File: src/design/nmr_seq_pkg.sv
// sequence timing types; all durations count pulseprog_clk cycles and must be at least 1
package nmr_seq_pkg;

	// ============================================================
	// scalar types
	// ============================================================

	typedef logic [31:0] cycle_cnt_t;	// duration in clock cycles
	typedef logic [15:0] echo_cnt_t;	// echoes per scan

	// ============================================================
	// parameter set, loaded once per run
	// ============================================================

	// 6 x 32 + 16 + 1 + 15 = 224 bits
	typedef struct packed {
		cycle_cnt_t	pulse90;			// 90 deg excitation width
		cycle_cnt_t	delay_nosig;		// dead time after the 90 deg pulse
		cycle_cnt_t	pulse180;			// refocusing pulse width
		cycle_cnt_t	delay_sig;			// listening delay after each 180
		cycle_cnt_t	rx_delay;			// window offset inside delay_sig
		cycle_cnt_t	samples_per_echo;	// window length
		echo_cnt_t	echoes;				// number of 180/listen pairs
		logic		phase_cycle;		// 1 flips the sign of I and Q
		logic [14:0]	spare;			// reserved, keep zero
	} seq_param_t;

	// ============================================================
	// sequencer FSM
	// ============================================================

	typedef enum logic [2:0] {
		IDLE,		// waiting for run_start
		P90,		// tx on, first pulse
		DLY_NOSIG,	// tx off, receiver blanked
		P180,		// tx on, refocusing
		DLY_SIG		// receiver on, window inside
	} seq_state_t;

endpackage

File: src/design/nmr_acq_pkg.sv
// acquisition types; ADC is 14-bit offset binary, dc_sub is expected to lie within the ADC range
package nmr_acq_pkg;

	// ============================================================
	// sample and sum widths
	// ============================================================

	typedef logic [13:0]		adc_word_t;	// raw unsigned ADC code
	typedef logic signed [14:0]	iq_word_t;	// one bit wider, after dc removal
	typedef logic signed [23:0]	acc_t;		// group sum, 255 x 15 bit fits
	typedef logic [7:0]			dec_fact_t;	// samples per group, 1..255

	// acquisition settings, 23 bits
	typedef struct packed {
		iq_word_t	dc_sub;		// value subtracted from every sample
		dec_fact_t	dec_fact;	// group size
	} acq_param_t;

	// ============================================================
	// data path words
	// ============================================================

	// one decimated result, 48 bits
	typedef struct packed {
		acc_t	i_sum;
		acc_t	q_sum;
	} iq_sample_t;

	// one mixed sample, 30 bits
	typedef struct packed {
		iq_word_t	i;
		iq_word_t	q;
	} iq_pair_t;

endpackage

File: src/design/param_loader.sv
// settings are captured at ack rise; samples still in the ADC latency pipe after busy falls see new ones
module param_loader
(
	input	logic						pulseprog_clk,
	input	logic						arst_n,

	// host side, four-phase
	input	logic						param_req,
	output	logic						param_ack,
	input	nmr_seq_pkg::seq_param_t	seq_param,
	input	nmr_acq_pkg::acq_param_t	acq_param,

	// run control
	input	logic						busy_in,	// sequencer running
	output	logic						run_start,	// one cycle, ends the handshake
	output	nmr_seq_pkg::seq_param_t	seq_cfg,
	output	nmr_acq_pkg::acq_param_t	acq_cfg
);

	logic	can_load;	// no run active or about to start
	logic	load;		// capture this cycle

	assign can_load = !busy_in && !run_start;
	assign load     = param_req && !param_ack && can_load;

	// handshake control
	always_ff @(posedge pulseprog_clk or negedge arst_n)
	begin
		if (!arst_n)
		begin
			param_ack <= 1'b0;
			run_start <= 1'b0;
		end
		else
		begin
			run_start <= 1'b0;				// default, pulse only
			if (load)
				param_ack <= 1'b1;			// phase 2
			else if (param_ack && !param_req)
			begin
				param_ack <= 1'b0;			// phase 4
				run_start <= 1'b1;			// kick the sequencer
			end
		end
	end

	// config registers, held for the whole run
	always_ff @(posedge pulseprog_clk)
	begin
		if (load)
		begin
			seq_cfg <= seq_param;
			acq_cfg <= acq_param;
		end
	end

endmodule

File: src/design/cpmg_sequencer.sv
// CPMG timing; every duration and echoes must be at least 1, ADC_LATENCY at least 1
module cpmg_sequencer
#(
	parameter int ADC_LATENCY = 5	// ADC pipeline depth in clocks
)
(
	input	logic						pulseprog_clk,
	input	logic						arst_n,

	input	logic						run_start,
	input	nmr_seq_pkg::seq_param_t	seq_cfg,

	output	logic						tx_gate,		// rf transmit on
	output	logic						rx_en,			// receiver on
	output	logic						busy,			// run in progress
	output	logic						sample_strobe,	// adc word valid now
	output	logic						win_first		// first strobe of a window
);

	// ============================================================
	// state and counters
	// ============================================================

	nmr_seq_pkg::seq_state_t	state;
	nmr_seq_pkg::cycle_cnt_t	cnt;		// cycles spent in the current state
	nmr_seq_pkg::cycle_cnt_t	cur_len;	// length of the current state
	nmr_seq_pkg::echo_cnt_t		echo_cnt;	// echoes done
	logic						state_done;
	logic						last_echo;

	always_comb
	begin
		unique case (state)
			nmr_seq_pkg::P90:		cur_len = seq_cfg.pulse90;
			nmr_seq_pkg::DLY_NOSIG:	cur_len = seq_cfg.delay_nosig;
			nmr_seq_pkg::P180:		cur_len = seq_cfg.pulse180;
			nmr_seq_pkg::DLY_SIG:	cur_len = seq_cfg.delay_sig;
			default:				cur_len = '0;	// idle, not timed
		endcase
	end

	assign state_done = (cnt == cur_len - nmr_seq_pkg::cycle_cnt_t'(1));
	assign last_echo  = (echo_cnt == seq_cfg.echoes - nmr_seq_pkg::echo_cnt_t'(1));

	always_ff @(posedge pulseprog_clk or negedge arst_n)
	begin
		if (!arst_n)
		begin
			state    <= nmr_seq_pkg::IDLE;
			cnt      <= '0;
			echo_cnt <= '0;
		end
		else if (state == nmr_seq_pkg::IDLE)
		begin
			cnt      <= '0;
			echo_cnt <= '0;
			if (run_start)
				state <= nmr_seq_pkg::P90;	// pulse begins next cycle
		end
		else if (!state_done)
			cnt <= cnt + nmr_seq_pkg::cycle_cnt_t'(1);
		else
		begin
			cnt <= '0;
			unique case (state)
				nmr_seq_pkg::P90:		state <= nmr_seq_pkg::DLY_NOSIG;
				nmr_seq_pkg::DLY_NOSIG:	state <= nmr_seq_pkg::P180;
				nmr_seq_pkg::P180:		state <= nmr_seq_pkg::DLY_SIG;
				default:
				begin
					// end of a listening delay
					echo_cnt <= echo_cnt + nmr_seq_pkg::echo_cnt_t'(1);
					state    <= last_echo ? nmr_seq_pkg::IDLE : nmr_seq_pkg::P180;
				end
			endcase
		end
	end

	// decoded straight from state
	assign tx_gate = (state == nmr_seq_pkg::P90) || (state == nmr_seq_pkg::P180);
	assign rx_en   = (state == nmr_seq_pkg::DLY_SIG);
	assign busy    = (state != nmr_seq_pkg::IDLE);

	// ============================================================
	// acquisition window
	// ============================================================

	logic [32:0]	win_end;	// rx_delay + samples, one bit of headroom
	logic			window;
	logic			win_start;

	assign win_end   = {1'b0, seq_cfg.rx_delay} + {1'b0, seq_cfg.samples_per_echo};
	assign window    = rx_en && (cnt >= seq_cfg.rx_delay) && ({1'b0, cnt} < win_end);
	assign win_start = window && (cnt == seq_cfg.rx_delay);	// cut short by delay end anyway

	// ============================================================
	// latency alignment
	// ============================================================

	// several windows' worth of strobes can be in flight
	logic [ADC_LATENCY-1:0]	win_sr;
	logic [ADC_LATENCY-1:0]	first_sr;

	always_ff @(posedge pulseprog_clk or negedge arst_n)
	begin
		if (!arst_n)
		begin
			win_sr   <= '0;
			first_sr <= '0;
		end
		else
		begin
			for (int i = ADC_LATENCY - 1; i > 0; i--)
			begin
				win_sr[i]   <= win_sr[i-1];
				first_sr[i] <= first_sr[i-1];
			end
			win_sr[0]   <= window;
			first_sr[0] <= win_start;
		end
	end

	assign sample_strobe = win_sr[ADC_LATENCY-1];	// window + ADC_LATENCY
	assign win_first     = first_sr[ADC_LATENCY-1];

endmodule

File: src/design/iq_demod.sv
// quarter-rate mixer without filter; -16384 after dc removal does not negate cleanly
module iq_demod
(
	input	logic						pulseprog_clk,
	input	logic						arst_n,

	input	logic						sample_strobe,
	input	logic						win_first,		// restart the phase
	input	nmr_acq_pkg::adc_word_t		adc_data,
	input	nmr_acq_pkg::iq_word_t		dc_sub,
	input	logic						phase_cycle,	// invert both outputs

	output	nmr_acq_pkg::iq_pair_t		pair,
	output	logic						pair_valid,
	output	logic						pair_first		// win_first, one cycle later
);

	nmr_acq_pkg::iq_word_t	s;			// sample minus dc
	nmr_acq_pkg::iq_word_t	mag;		// s with sign applied
	logic [1:0]				phase_k;	// index of the next strobe, mod 4
	logic [1:0]				k_cur;		// index used this strobe
	logic					neg;

	assign s     = $signed({1'b0, adc_data}) - dc_sub;
	assign k_cur = win_first ? 2'd0 : phase_k;
	assign neg   = k_cur[1] ^ phase_cycle;	// k = 2,3 negative, flipped by phase cycling
	assign mag   = neg ? -s : s;

	// control
	always_ff @(posedge pulseprog_clk or negedge arst_n)
	begin
		if (!arst_n)
		begin
			phase_k    <= '0;
			pair_valid <= 1'b0;
			pair_first <= 1'b0;
		end
		else
		begin
			pair_valid <= sample_strobe;
			pair_first <= sample_strobe && win_first;
			if (sample_strobe)
				phase_k <= k_cur + 2'd1;
		end
	end

	// payload, even k on I, odd k on Q
	always_ff @(posedge pulseprog_clk)
	begin
		if (sample_strobe)
		begin
			pair.i <= k_cur[0] ? nmr_acq_pkg::iq_word_t'(0) : mag;
			pair.q <= k_cur[0] ? mag : nmr_acq_pkg::iq_word_t'(0);
		end
	end

endmodule

File: src/design/iq_decimator.sv
// group summing with a single result slot; dec_fact 0 is not supported
module iq_decimator
(
	input	logic						pulseprog_clk,
	input	logic						arst_n,

	input	nmr_acq_pkg::iq_pair_t		pair,
	input	logic						pair_valid,
	input	logic						pair_first,	// new window, drop any partial group
	input	nmr_acq_pkg::dec_fact_t		dec_fact,
	input	logic						run_start,	// clears overrun

	// reader side, four-phase
	output	logic						out_req,
	input	logic						out_ack,
	output	nmr_acq_pkg::iq_sample_t	out_data,
	output	logic						overrun		// sticky for the run
);

	// ============================================================
	// accumulation
	// ============================================================

	nmr_acq_pkg::acc_t		acc_i;
	nmr_acq_pkg::acc_t		acc_q;
	nmr_acq_pkg::acc_t		nxt_i;
	nmr_acq_pkg::acc_t		nxt_q;
	nmr_acq_pkg::dec_fact_t	grp_cnt;	// pairs in the open group
	nmr_acq_pkg::dec_fact_t	nxt_cnt;
	logic					grp_done;
	logic					pending;	// slot not free yet

	// a window's first pair starts from zero
	assign nxt_i    = (pair_first ? nmr_acq_pkg::acc_t'(0) : acc_i) + nmr_acq_pkg::acc_t'(pair.i);
	assign nxt_q    = (pair_first ? nmr_acq_pkg::acc_t'(0) : acc_q) + nmr_acq_pkg::acc_t'(pair.q);
	assign nxt_cnt  = (pair_first ? nmr_acq_pkg::dec_fact_t'(0) : grp_cnt) + 8'd1;
	assign grp_done = pair_valid && (nxt_cnt == dec_fact);
	assign pending  = out_req || out_ack;	// offer again only after ack low

	always_ff @(posedge pulseprog_clk or negedge arst_n)
	begin
		if (!arst_n)
			grp_cnt <= '0;
		else if (run_start || grp_done)
			grp_cnt <= '0;
		else if (pair_valid)
			grp_cnt <= nxt_cnt;
	end

	always_ff @(posedge pulseprog_clk)
	begin
		if (pair_valid)
		begin
			acc_i <= grp_done ? nmr_acq_pkg::acc_t'(0) : nxt_i;	// next group starts empty
			acc_q <= grp_done ? nmr_acq_pkg::acc_t'(0) : nxt_q;
		end
	end

	// ============================================================
	// output slot and handshake
	// ============================================================

	always_ff @(posedge pulseprog_clk or negedge arst_n)
	begin
		if (!arst_n)
		begin
			out_req <= 1'b0;
			overrun <= 1'b0;
		end
		else
		begin
			if (run_start)
				overrun <= 1'b0;
			if (grp_done && pending)
				overrun <= 1'b1;			// reader too slow, group lost
			if (grp_done && !pending)
				out_req <= 1'b1;
			else if (out_req && out_ack)
				out_req <= 1'b0;			// phase 3
		end
	end

	always_ff @(posedge pulseprog_clk)
	begin
		if (grp_done && !pending)
			out_data <= '{i_sum: nxt_i, q_sum: nxt_q};
	end

endmodule

File: src/design/nmr_pulseprog_top.sv
// acquisition core top; single clock, ADC data must be sampled on pulseprog_clk
module nmr_pulseprog_top
#(
	parameter int ADC_LATENCY = 5	// clocks from window to valid ADC word
)
(
	input	logic						pulseprog_clk,
	input	logic						arst_n,

	// parameter load
	input	logic						param_req,
	output	logic						param_ack,
	input	nmr_seq_pkg::seq_param_t	seq_param,
	input	nmr_acq_pkg::acq_param_t	acq_param,

	// front end
	input	nmr_acq_pkg::adc_word_t		adc_data,
	output	logic						tx_gate,
	output	logic						rx_en,
	output	logic						busy,

	// results
	output	logic						out_req,
	input	logic						out_ack,
	output	nmr_acq_pkg::iq_sample_t	out_data,
	output	logic						overrun
);

	// ============================================================
	// internal nets
	// ============================================================

	logic						run_start;
	nmr_seq_pkg::seq_param_t	seq_cfg;
	nmr_acq_pkg::acq_param_t	acq_cfg;
	logic						sample_strobe;
	logic						win_first;
	nmr_acq_pkg::iq_pair_t		pair;
	logic						pair_valid;
	logic						pair_first;

	param_loader u_param_loader
	(
		.pulseprog_clk	(pulseprog_clk),
		.arst_n			(arst_n),
		.param_req		(param_req),
		.param_ack		(param_ack),
		.seq_param		(seq_param),
		.acq_param		(acq_param),
		.busy_in		(busy),			// no reload while running
		.run_start		(run_start),
		.seq_cfg		(seq_cfg),
		.acq_cfg		(acq_cfg)
	);

	cpmg_sequencer
	#(
		.ADC_LATENCY	(ADC_LATENCY)
	)
	u_cpmg_sequencer
	(
		.pulseprog_clk	(pulseprog_clk),
		.arst_n			(arst_n),
		.run_start		(run_start),
		.seq_cfg		(seq_cfg),
		.tx_gate		(tx_gate),
		.rx_en			(rx_en),
		.busy			(busy),
		.sample_strobe	(sample_strobe),
		.win_first		(win_first)
	);

	iq_demod u_iq_demod
	(
		.pulseprog_clk	(pulseprog_clk),
		.arst_n			(arst_n),
		.sample_strobe	(sample_strobe),
		.win_first		(win_first),
		.adc_data		(adc_data),
		.dc_sub			(acq_cfg.dc_sub),
		.phase_cycle	(seq_cfg.phase_cycle),
		.pair			(pair),
		.pair_valid		(pair_valid),
		.pair_first		(pair_first)
	);

	iq_decimator u_iq_decimator
	(
		.pulseprog_clk	(pulseprog_clk),
		.arst_n			(arst_n),
		.pair			(pair),
		.pair_valid		(pair_valid),
		.pair_first		(pair_first),
		.dec_fact		(acq_cfg.dec_fact),
		.run_start		(run_start),
		.out_req		(out_req),
		.out_ack		(out_ack),
		.out_data		(out_data),
		.overrun		(overrun)
	);

endmodule

File: config.mk
export PLATFORM = sky130hd
export DESIGN_NAME = nmr_pulseprog_top
export DESIGN_NICKNAME = d
export VERILOG_FILES = /design/src/design/nmr_seq_pkg.sv /design/src/design/nmr_acq_pkg.sv /design/src/design/param_loader.sv /design/src/design/cpmg_sequencer.sv /design/src/design/iq_demod.sv /design/src/design/iq_decimator.sv /design/src/design/nmr_pulseprog_top.sv
export SDC_FILE = /design/constraint.sdc
export NUM_CORES = 1
export LEC_CHECK = 0
export BUFFER_PORTS_ARGS = -buffer_cell sky130_fd_sc_hd__buf_2
export CORE_AREA = 2 2 247 249
export CTS_BUF_LIST = sky130_fd_sc_hd__clkbuf_4 sky130_fd_sc_hd__clkbuf_8 sky130_fd_sc_hd__clkbuf_16
export DETAILED_ROUTE_END_ITERATION = 16
export DIE_AREA = 0 0 249 251
export GPL_TIMING_DRIVEN = 0
export PLACE_DENSITY = 0.62
export RECOVER_POWER = 100
export SYNTH_ARGS = -nofsm -noshare
export SYNTH_HDL_FRONTEND = slang
export SYNTH_SLANG_ARGS = --single-unit
export TNS_END_PERCENT = 50
File: constraint.sdc
create_clock -name pulseprog_clk -period 49.5 [get_ports pulseprog_clk]
set_input_delay 0 -clock pulseprog_clk [delete_from_list [all_inputs] [get_ports pulseprog_clk]]
set_output_delay 0 -clock pulseprog_clk [all_outputs]
set_load 0.03 [all_outputs]
After elaboration in Yosys (flattened, before gate mapping)
Index checks and enable logic that the tools add are counted.
W data, S select, Z words.
{ "word_totals": {"ff_bits": 435, "input_bits": 265, "wordCells": 109} }
{ "op_classes": {"add_sub_neg": 11, "magnitude_cmp": 2, "n_eq_ne": 10, "mux": 26, "bitwise": 1, "reduce_logical": 30} }
{ "op_table": {"columns": ["operator", "count"], "rows": [
  ["$pmux W32 S4", 1],
  ["$eq A32 B32 Y1", 2],
  ["$mux W32", 2],
  ["$add A24 B15 Y24", 2],
  ["$mux W16", 3],
  ["$mux W24", 2],
  ["$add A32 B32 Y33", 1],
  ["$lt A32 B33 Y1", 1],
  ["$add A32 B1 Y32 const B", 1],
  ["$ge A32 B32 Y1", 1],
  ["$sub A32 B1 Y32 const B", 1],
  ["$mux W8", 3],
  ["$add A16 B1 Y16 const B", 1],
  ["$eq A16 B16 Y1", 1],
  ["$sub A16 B1 Y16 const B", 1],
  ["$mux W15", 1],
  ["$neg A15 Y15", 1],
  ["$sub A15 B15 Y15", 1],
  ["$logic_and A1 B1 Y1", 12],
  ["$reduce_bool A2 Y1", 5],
  ["$mux W3", 3],
  ["$pmux W3 S3", 1],
  ["$add A8 B1 Y8 const B", 1],
  ["$eq A8 B8 Y1", 1],
  ["15 further kinds", 31]
]} }

Depth between registers and ports, before layout
Gate-level depths: netlist of run 1.
{ "depth": {"word_depth": 6, "ltp_mapped": 23, "ltp_nobuf": 23} }

Modules after synthesis
Synthesis of run 1 repeated with hierarchy kept, for this count alone.
{ "unflattened": {"cells_unflattened": 2225, "hier_area_um2": 25294.3} }
{ "modules_own_cells": {"columns": ["mod", "instances", "cells_each", "area_each_um2"], "rows": [
  ["cpmg_sequencer", 1, 1111, 8785.9],
  ["param_loader", 1, 253, 7499.7],
  ["iq_decimator", 1, 610, 6612.6],
  ["iq_demod", 1, 251, 2396.0]
]} }

Worst setup path before layout of run 1
OpenSTA, ideal clock, no wires.
{ "synth_timing": {"path_type": "reg2reg", "from": "register u_cpmg_sequencer.state[2]", "to": "register, netlist name u_param_loader.acq_cfg[0]", "setup_time_ps": 1472, "arrival_ps": 25288, "t_required_ps": 48028, "slack_ps": 22740, "stages_incl_launch_ff": 9, "n_path_buf": 5, "synth_period_minus_slack_ps": 26760, "cell_sequence": "dfrtp_1 > buf_4 > buf_2 > buf_2 > buf_2 > clkbuf_1 > nor3_1 > clkinv_1 > nor4b_1"} }
{ "synth_via": {"elab_chain_len": 4} }
{ "synth_rtl": {"columns": ["item", "line", "rtl"], "rows": [
  ["start, declared", "cpmg_sequencer.sv:24", "nmr_seq_pkg::seq_state_t state;"],
  ["start signal, assigned", "cpmg_sequencer.sv:49", "state <= nmr_seq_pkg::IDLE;"],
  ["start signal, assigned", "cpmg_sequencer.sv:58", "state <= nmr_seq_pkg::P90;"],
  ["start signal, assigned", "cpmg_sequencer.sv:66", "nmr_seq_pkg::P90: state <= nmr_seq_pkg::DLY_NOSIG;"],
  ["$reduce_bool A3 Y1", "cpmg_sequencer.sv:82", "assign busy = (state != nmr_seq_pkg::IDLE);"],
  ["$logic_not A1 Y1", "param_loader.sv:23", "assign can_load = !busy_in && !run_start;"],
  ["$logic_and A1 B1 Y1", "param_loader.sv:23", null],
  ["$logic_and A1 B1 Y1", "param_loader.sv:24", "assign load = param_req && !param_ack && can_load;"],
  ["via u_param_loader.load", "param_loader.sv:21", "logic load;"]
]} }
The timed path passes the listed nets, and every way through them passes these cells.
A chain may end at the register's enable or synchronous reset.

Final worst setup path of run 1
{ "layout_timing": {"from": "register u_cpmg_sequencer.state[2]", "to": "register, netlist name u_param_loader.seq_cfg[132]"} }
{ "layout_via": {"elab_chain_len": 4} }
{ "layout_rtl": {"columns": ["item", "line"], "rows": [
  ["$reduce_bool A3 Y1", "cpmg_sequencer.sv:82"],
  ["$logic_not A1 Y1", "param_loader.sv:23"],
  ["$logic_and A1 B1 Y1", "param_loader.sv:23"],
  ["$logic_and A1 B1 Y1", "param_loader.sv:24"],
  ["via u_param_loader.load", "param_loader.sv:21"]
]} }
The timed path passes the listed nets, and every way through them passes these cells.

==> results.cfg, run 1 <==
[global_route]
grt_usage_pct = 20.3
grt_pass1_wl_um = 101000
grt_start_max_net_pins = 46
grt_antenna_before_repair = 1
overflow = 0
grt_pass1_vias = 19000

[clock_tree]
cts_inserted_buffers = 49
clock_sinks = 435
clkTransAtPathRegs_ns = 0.06
cts_root_buf = clkbuf_16
postCtsHoldBufs = 237
cts_resized = 0
h-tree-depth = 2
cts_setup_buffers = 0
cts.path.max_buffers = 3
clock_latency_ns = 0.59
cts_tree = yes

[sta]
setup_tns_ns = 0
maxSlewViolCount = 117
post-route-min-period_ns = 7.86
fmax_ghz = 0.127
setup_viol = 0
maxSlewHeadroom_pct = -67.5
skew_ns = 0.0252
worst_pin_slew_ns = 2.51
rsz0062_at_grt = no
hold_viol = 0
fin_crit_sh_pct = 15.9

[worst_setup_path]
cp-start-kind = flip-flop
worstPathMaxFanout = 10
required_ns = 49.76
critPathTopFamily = buffers and inverters
crit_chain = clkbuf_1 > clkbuf_1 > clkbuf_1 > clkbuf_1 > clkbuf_1 > nor3_1 > clkinv_1 > nor4b_1 > clkbuf_1 > clkbuf_1 > clkbuf_1 > clkbuf_1 > clkbuf_1 > clkbuf_1 > clkbuf_1
crit_type = flip-flop to flip-flop
critPathArrivalTime_ns = 8.12
cpPeakStageDelay_ns = 1.42
worst_path_max_delay_cell = nor4b_1
worst_setup_path_end_kind = flip-flop
cp_common_cell = clkbuf_1
cp_num_buf_inv = 13

[die]
num_rows = 90
start_util_pct = 39.8
ioPinCount = 319
core-area_um2 = 59800
die_h_um = 251
fp.dieW_um = 249
die_area_um2 = 62500

[status]
outcome = finished with violations
violations = max-capacitance violations, max-slew violations

[final_layout]
nNetsFinal = 3118
layout.cells.non_filler = 3511
layout-drive-gt1-share_pct = 13.0
area_delta_synth_final_pct = 27.1

[placement]
dp_hpwl_um = 46400
gp_congestion = 0.857
io_buffer_count = 303
dpl.cell_count = 3182

[route]
drc_errors = 0
num_vias = 18400
drt_pre_antenna_iters = 5
final_antenna_net_count = 0
drt_iter0_drc = 1133
wire_per_inst_um = 18.3
drt-total-wl_um = 64200
viasPerCell = 5.24

[power]
p_leak_nw = 12.2
vdd_drop_max_mv = 0.0279
switching_share_pct = 26.8
combPwrFrac_pct = 17.1
clkPwrFrac_pct = 37.9
power.switching_uw = 256
p_int_uw = 701
seqPwrFrac_pct = 44.9
power_density_nw_per_um2 = 31.6

[synthesis]
synth-edff-count = 358
syn-cell-area_um2 = 23800
synth_seq_cells = 435
yosysWarnings = 0
ys_async_sr_fraction_pct = 17.7
ys_types = 87
postSynthCellCount = 2061
yosysTopAreaCell = edfxtp_1
yosysTopAreaCellShare_pct = 45.2
syn_nets = 2491
ys.flop_type = edfxtp_1
synthTopCellsByArea = edfxtp_1 45%, ha_1 8.5%, dfrtp_1 8.1%
seq_area_frac_synth_pct = 53.3
avgSynthCellArea_um2 = 11.5

[hold_path]
hp-class = input pin to flip-flop

[run]
cap_violations = 4
area by class of cell:
type / count / area [um^2]
Timing Repair Buffer: 576 / 3920
Multi-Input combinational cell: 1473 / 10500
Antenna cell: 3 / 7.51
Tap cell: 782 / 978
Clock inverter: 25 / 214
Fill cell: 5299 / 29500
Buffer: 55 / 250
Clock buffer: 64 / 1380
Sequential cell: 435 / 12700
Inverter: 98 / 368
layer usage:
layer / vias up / routed length (um) / share of wire, % / GRT usage, %
met3: 123 / 2530 / 3.9 / 2.88
met2: 462 / 33500 / 52 / 37.6
met5: - / 0 / 0 / 0
met4: 0 / 2030 / 3.2 / 7.12
li1: 8860 / - / - / -
met1: 8968 / 26200 / 41 / 24.0
per-stage QoR:
step	power (mW)	cell area [um^2]	utilization [%]	hold slack (ns)	setup slack (ns)
floorplan	0.553	23800	-	-0.296	22.74
global placement	0.605	26300	44.0	0.177	12.04
detailed placement	0.590	26600	44.6	0.0280	44.19
CTS	0.970	30600	51.2	0.0315	44.16
global route	1.00	30200	50.6	0.0891	40.95
finish	0.957	30300	50.6	0.0682	41.64
final timing paths:
path / start / depth (start not counted) / to / slack (ns)
setup / recovery: u_cpmg_sequencer.state[2]$_DFFE_PN0P_ / 15 / u_param_loader.seq_cfg[132]$_DFFE_PP_ / 41.64
hold reg to reg: u_cpmg_sequencer.win_sr[2]$_DFF_PN0_ / 0 / u_cpmg_sequencer.win_sr[3]$_DFF_PN0_ / 0.35
min in group asynchronous: arst_n / 4 / u_cpmg_sequencer.state[2]$_DFFE_PN0P_ / 1.27
max in group asynchronous: arst_n / 4 / u_cpmg_sequencer.win_sr[4]$_DFF_PN0_ / 46.61
hold / removal: adc_data[0] / 4 / u_iq_demod.pair[15]$_SDFFCE_PP0P_ / 0.07
setup reg to reg: u_cpmg_sequencer.state[2]$_DFFE_PN0P_ / 15 / u_param_loader.seq_cfg[132]$_DFFE_PP_ / 41.64
synth_stat cells, drive strengths merged (25+ instances only):
library cell / instances
o21ai: 91
nand2: 88
a21o: 39
xor2: 78
and3: 25
dfrtp: 77
buf: 25
nor2b: 127
nand4: 35
xnor2: 124
a21oi: 84
nor2: 186
edfxtp: 358
inv: 97
a22oi: 43
nand3: 52
mux2i: 25
ha: 161
nor3: 41
clkbuf: 30
cell usage in the layout, fill, tap and decap left out, types with 11 or more instances in the layout:
master         netlist  final
o21bai_1            14     14
xnor2_1            124    124
xor2_1              78     78
edfxtp_1           358    358
nor4_1              15     17
dlygate4sd3_1        0    236
a21oi_1             84     84
o21a_1              16     16
a22oi_1             43     43
a31oi_1             13     13
buf_2               13    225
nand2_1             88     88
nand2b_1            24     24
nor3_1              38     38
nand3_1             51     51
nand4_1             35     35
or3_1               15     15
clkinv_1             1     11
clkbuf_1            30    160
ha_1               161    161
and3_1              25     25
dfrtp_1             77     77
o21ai_0             87     87
a21o_1              39     39
mux2i_1             25     25
clkbuf_16            0     50
inv_1               97     97
nor2b_1            127    127
nor2_1             186    186
registers in the layout (all words and copies together), names as in the netlist, 2 cells and up:
| name | flops |
|---|---|
| u_cpmg_sequencer.cnt | 32 |
| u_iq_decimator.grp_cnt | 8 |
| u_iq_decimator.out_data | 48 |
| u_cpmg_sequencer.state | 3 |
| u_iq_decimator.acc_i | 24 |
| u_iq_decimator.acc_q | 24 |
| u_param_loader.acq_cfg | 23 |
| u_iq_demod.pair | 30 |
| u_cpmg_sequencer.first_sr | 5 |
| u_param_loader.seq_cfg | 209 |
| u_cpmg_sequencer.echo_cnt | 16 |
| u_iq_demod.phase_k | 2 |
| u_cpmg_sequencer.win_sr | 5 |
power groups by stage:
stage                     logic [mW]  clock network, mW  registers [mW]
after floorplan                0.103                  0           0.450
after global placement         0.143                  0           0.462
after detailed placement       0.153                  0           0.437
after CTS                      0.169              0.372           0.430
after global routing           0.183              0.387           0.432
final                          0.164              0.363           0.430
tightest hold or removal path, cell delays in order:
cell and delay (ns):
buf_2 0.10, inv_1 0.06, ha_1 0.24, nor2_1 0.08
cells by family (layout without fill, tap and decap cells):
kind of cell / Yosys count / after routing / share of synthesized area [%]
xor gates and xnor gates: 202 / 202 / 7.43
muxes: 33 / 33 / 1.46
AOI/OAI and AO/OA: 393 / 393 / 11.0
DFF: 435 / 435 / 53.3
and+or+nand+nor: 680 / 680 / 15.3
other: 0 / 3 / 0
adders and majority gates: 165 / 165 / 8.80
buffers and inverters: 153 / 818 / 2.70
Note: power is estimated with default switching activity, not from simulation.
==> run 2, diff against run 1 <==
==> constraint.sdc (replaced) <==
create_clock -name pulseprog_clk -period 8 [get_ports pulseprog_clk]
set_input_delay 0 -clock pulseprog_clk [delete_from_list [all_inputs] [get_ports pulseprog_clk]]
set_output_delay 0 -clock pulseprog_clk [all_outputs]
set_load 0.03 [all_outputs]
==> results.cfg, run 2 (synthesis results as in run 1) <==
[placement]
io_buffer_count = 303
dp_hpwl_um = 46000
gp_congestion = 0.872
dp_slack_ns = 2.49

[global_route]
overflow = 0
grt_pass1_vias = 19200
grt_pass1_wl_um = 101000
grt_start_max_net_pins = 46
grt_usage_pct = 20.2
grt_antenna_before_repair = 1

[final_layout]
nNetsFinal = 3103
area_delta_synth_final_pct = 27.7
multi_input_area_um2 = 10500
seqCellArea_um2 = 12700
largest_reg_flops = 209
layout-drive-gt1-share_pct = 13.9
fillers = 5220
largestRegisters = u_param_loader.seq_cfg x209, u_iq_decimator.out_data x48, u_cpmg_sequencer.cnt x32
mostFrequentLayoutCells = 358 x edfxtp_1, 236 x dlygate4sd3_1, 231 x buf_2
largest-register = u_param_loader.seq_cfg
final_common_cell = edfxtp_1

[power]
p_leak_nw = 12.3
power_density_nw_per_um2 = 198
vdd_drop_max_mv = 0.204

[die]
ioPinCount = 319
die_area_um2 = 62500
fp.dieW_um = 249
die_h_um = 251
num_rows = 90
core-area_um2 = 59800
start_util_pct = 39.8

[sta]
fin_crit_sh_pct = 81.1
fmax_ghz = 0.154
setup_tns_ns = 0
hold_viol = 0
fin_ws_ns = 1.51
post-route-min-period_ns = 6.49
maxSlewHeadroom_pct = -72.1
rsz0062_at_grt = no
maxSlewViolCount = 118
setup_viol = 0
skew_ns = 0.0348
worst_pin_slew_ns = 2.58

[clock_tree]
clock_latency_ns = 0.61
cts_tree = yes
cts.path.max_buffers = 3
cts_inserted_buffers = 48
cts_setup_buffers = 0
cts_resized = 0
clkTransAtPathRegs_ns = 0.06
h-tree-depth = 2
clock_sinks = 435
postCtsHoldBufs = 237
cts_root_buf = clkbuf_16

[route]
drt_iter0_drc = 959
drc_errors = 0
final_antenna_net_count = 0
wire_per_inst_um = 18.1
drt-total-wl_um = 63400
viasPerCell = 5.22
num_vias = 18200
drt_pre_antenna_iters = 6

[worst_setup_path]
cpPeakStageDelay_ns = 1.09
required_ns = 8.22
worst_path_max_delay_cell = nor4_1
reg2reg_to = u_iq_decimator.out_data[44]$_DFFE_PP_
r2r_slack_ns = 1.51
rr_worst_depth = 14
crit_type = flip-flop to flip-flop
worst_setup_path_end_kind = flip-flop
critPathArrivalTime_ns = 6.71
crit_chain = clkbuf_1 > clkbuf_1 > nor2b_1 > ha_1 > nand4_1 > xor2_1 > nor2_1 > xnor2_1 > nand2_1 > nor4_1 > clkbuf_1 > nor3b_1 > clkbuf_1 > clkbuf_1
worstPathMaxFanout = 12
worstReg2RegStart = u_iq_demod.pair_first$_DFF_PN0_
cp-start-kind = flip-flop
cp_common_cell = clkbuf_1

[run]
cap_violations = 4

[hold_path]
hp-class = input pin to flip-flop
holdPathEnd = u_iq_demod.pair[0]$_SDFFCE_PN0P_
holdPathStages = 4
min_from = adc_data[0]

[status]
outcome = finished with violations
violations = max-capacitance violations, max-slew violations
## run 2: cell types whose count changed in the layout (fill, tap and decap cells not counted), moves of 2 or more
cell | before | now
clkbuf_1 | 160 | 122
buf_2 | 225 | 231
buf_8 | 0 | 5
clkbuf_4 | 10 | 5
diode_2 | 3 | 1
bufinv_16 | 3 | 7
clkinv_1 | 11 | 9
clkinvlp_4 | 1 | 3
clkbuf_16 | 50 | 48
buf_1 | 2 | 5
buf_6 | 3 | 12
## run 2: how the worst max path moves through the flow
stage,from,end,slack [ns],depth (start not counted)
after floorplan,u_cpmg_sequencer.state[2]$_DFFE_PN0P_,u_param_loader.acq_cfg[0]$_DFFE_PP_,-1.29,8
after global placement,u_cpmg_sequencer.state[2]$_DFFE_PN0P_,u_param_loader.seq_cfg[162]$_DFFE_PP_,-4.41,8
after detailed placement,u_param_loader.seq_cfg[64]$_DFFE_PP_,u_cpmg_sequencer.first_sr[0]$_DFF_PN0_,2.49,23
after CTS,u_param_loader.seq_cfg[64]$_DFFE_PP_,u_cpmg_sequencer.first_sr[0]$_DFF_PN0_,2.44,23
after global routing,u_cpmg_sequencer.state[2]$_DFFE_PN0P_,u_param_loader.seq_cfg[173]$_DFFE_PP_,1.00,13
final,u_iq_demod.pair_first$_DFF_PN0_,u_iq_decimator.out_data[44]$_DFFE_PP_,1.51,14
## run 2: final cells by class
type | instances | share of cell area, %
Antenna cell | 1 | 0.00823
Buffer | 55 | 0.823
Clock buffer | 58 | 4.30
Clock inverter | 30 | 1.19
Inverter | 98 | 1.21
Multi-Input combinational cell | 1473 | 34.4
Sequential cell | 435 | 41.7
Tap cell | 782 | 3.22
Timing Repair Buffer | 562 | 13.1
## run 2: metrics by stage
step / util [%] / cells / power (mW) / area, um^2 / hold slack, ns
after floorplan: - / 2061 / 3.35 / 23900 / -0.296
after global placement: 44.1 / 3146 / 3.63 / 26400 / 0.176
after detailed placement: 44.6 / 3168 / 3.64 / 26700 / 0.0266
after CTS: 51.4 / 3493 / 6.09 / 30700 / 0.0498
after global routing: 50.8 / 3494 / 6.30 / 30400 / 0.0681
final: 50.8 / 3494 / 6.02 / 30400 / 0.0762
## run 2: layer usage
layer  routed length, um  track usage, %  part of all wire (%)
met1               25800            23.4                    41
met2               32900            37.6                    52
met3                2670            3.06                   4.2
met4                2100            7.08                   3.3
met5                   0               0                     0
## run 2: power by group
| part | internal [mW] | total [mW] | switching [mW] |
|---|---|---|---|
| combinational | 0.446 | 1.02 | 0.577 |
| sequential | 2.59 | 2.66 | 0.0671 |
| clock | 1.39 | 2.34 | 0.948 |
| total | 4.43 | 6.02 | 1.59 |
## run 2: worst max-delay path, delay by kind of cell (launching register included)
kind	cells	cell delay (ns)
buf+inv	5	2.78
xor+xnor	2	0.34
simple gates	6	2.24
flops	1	0.45
fa+ha+maj	1	0.29
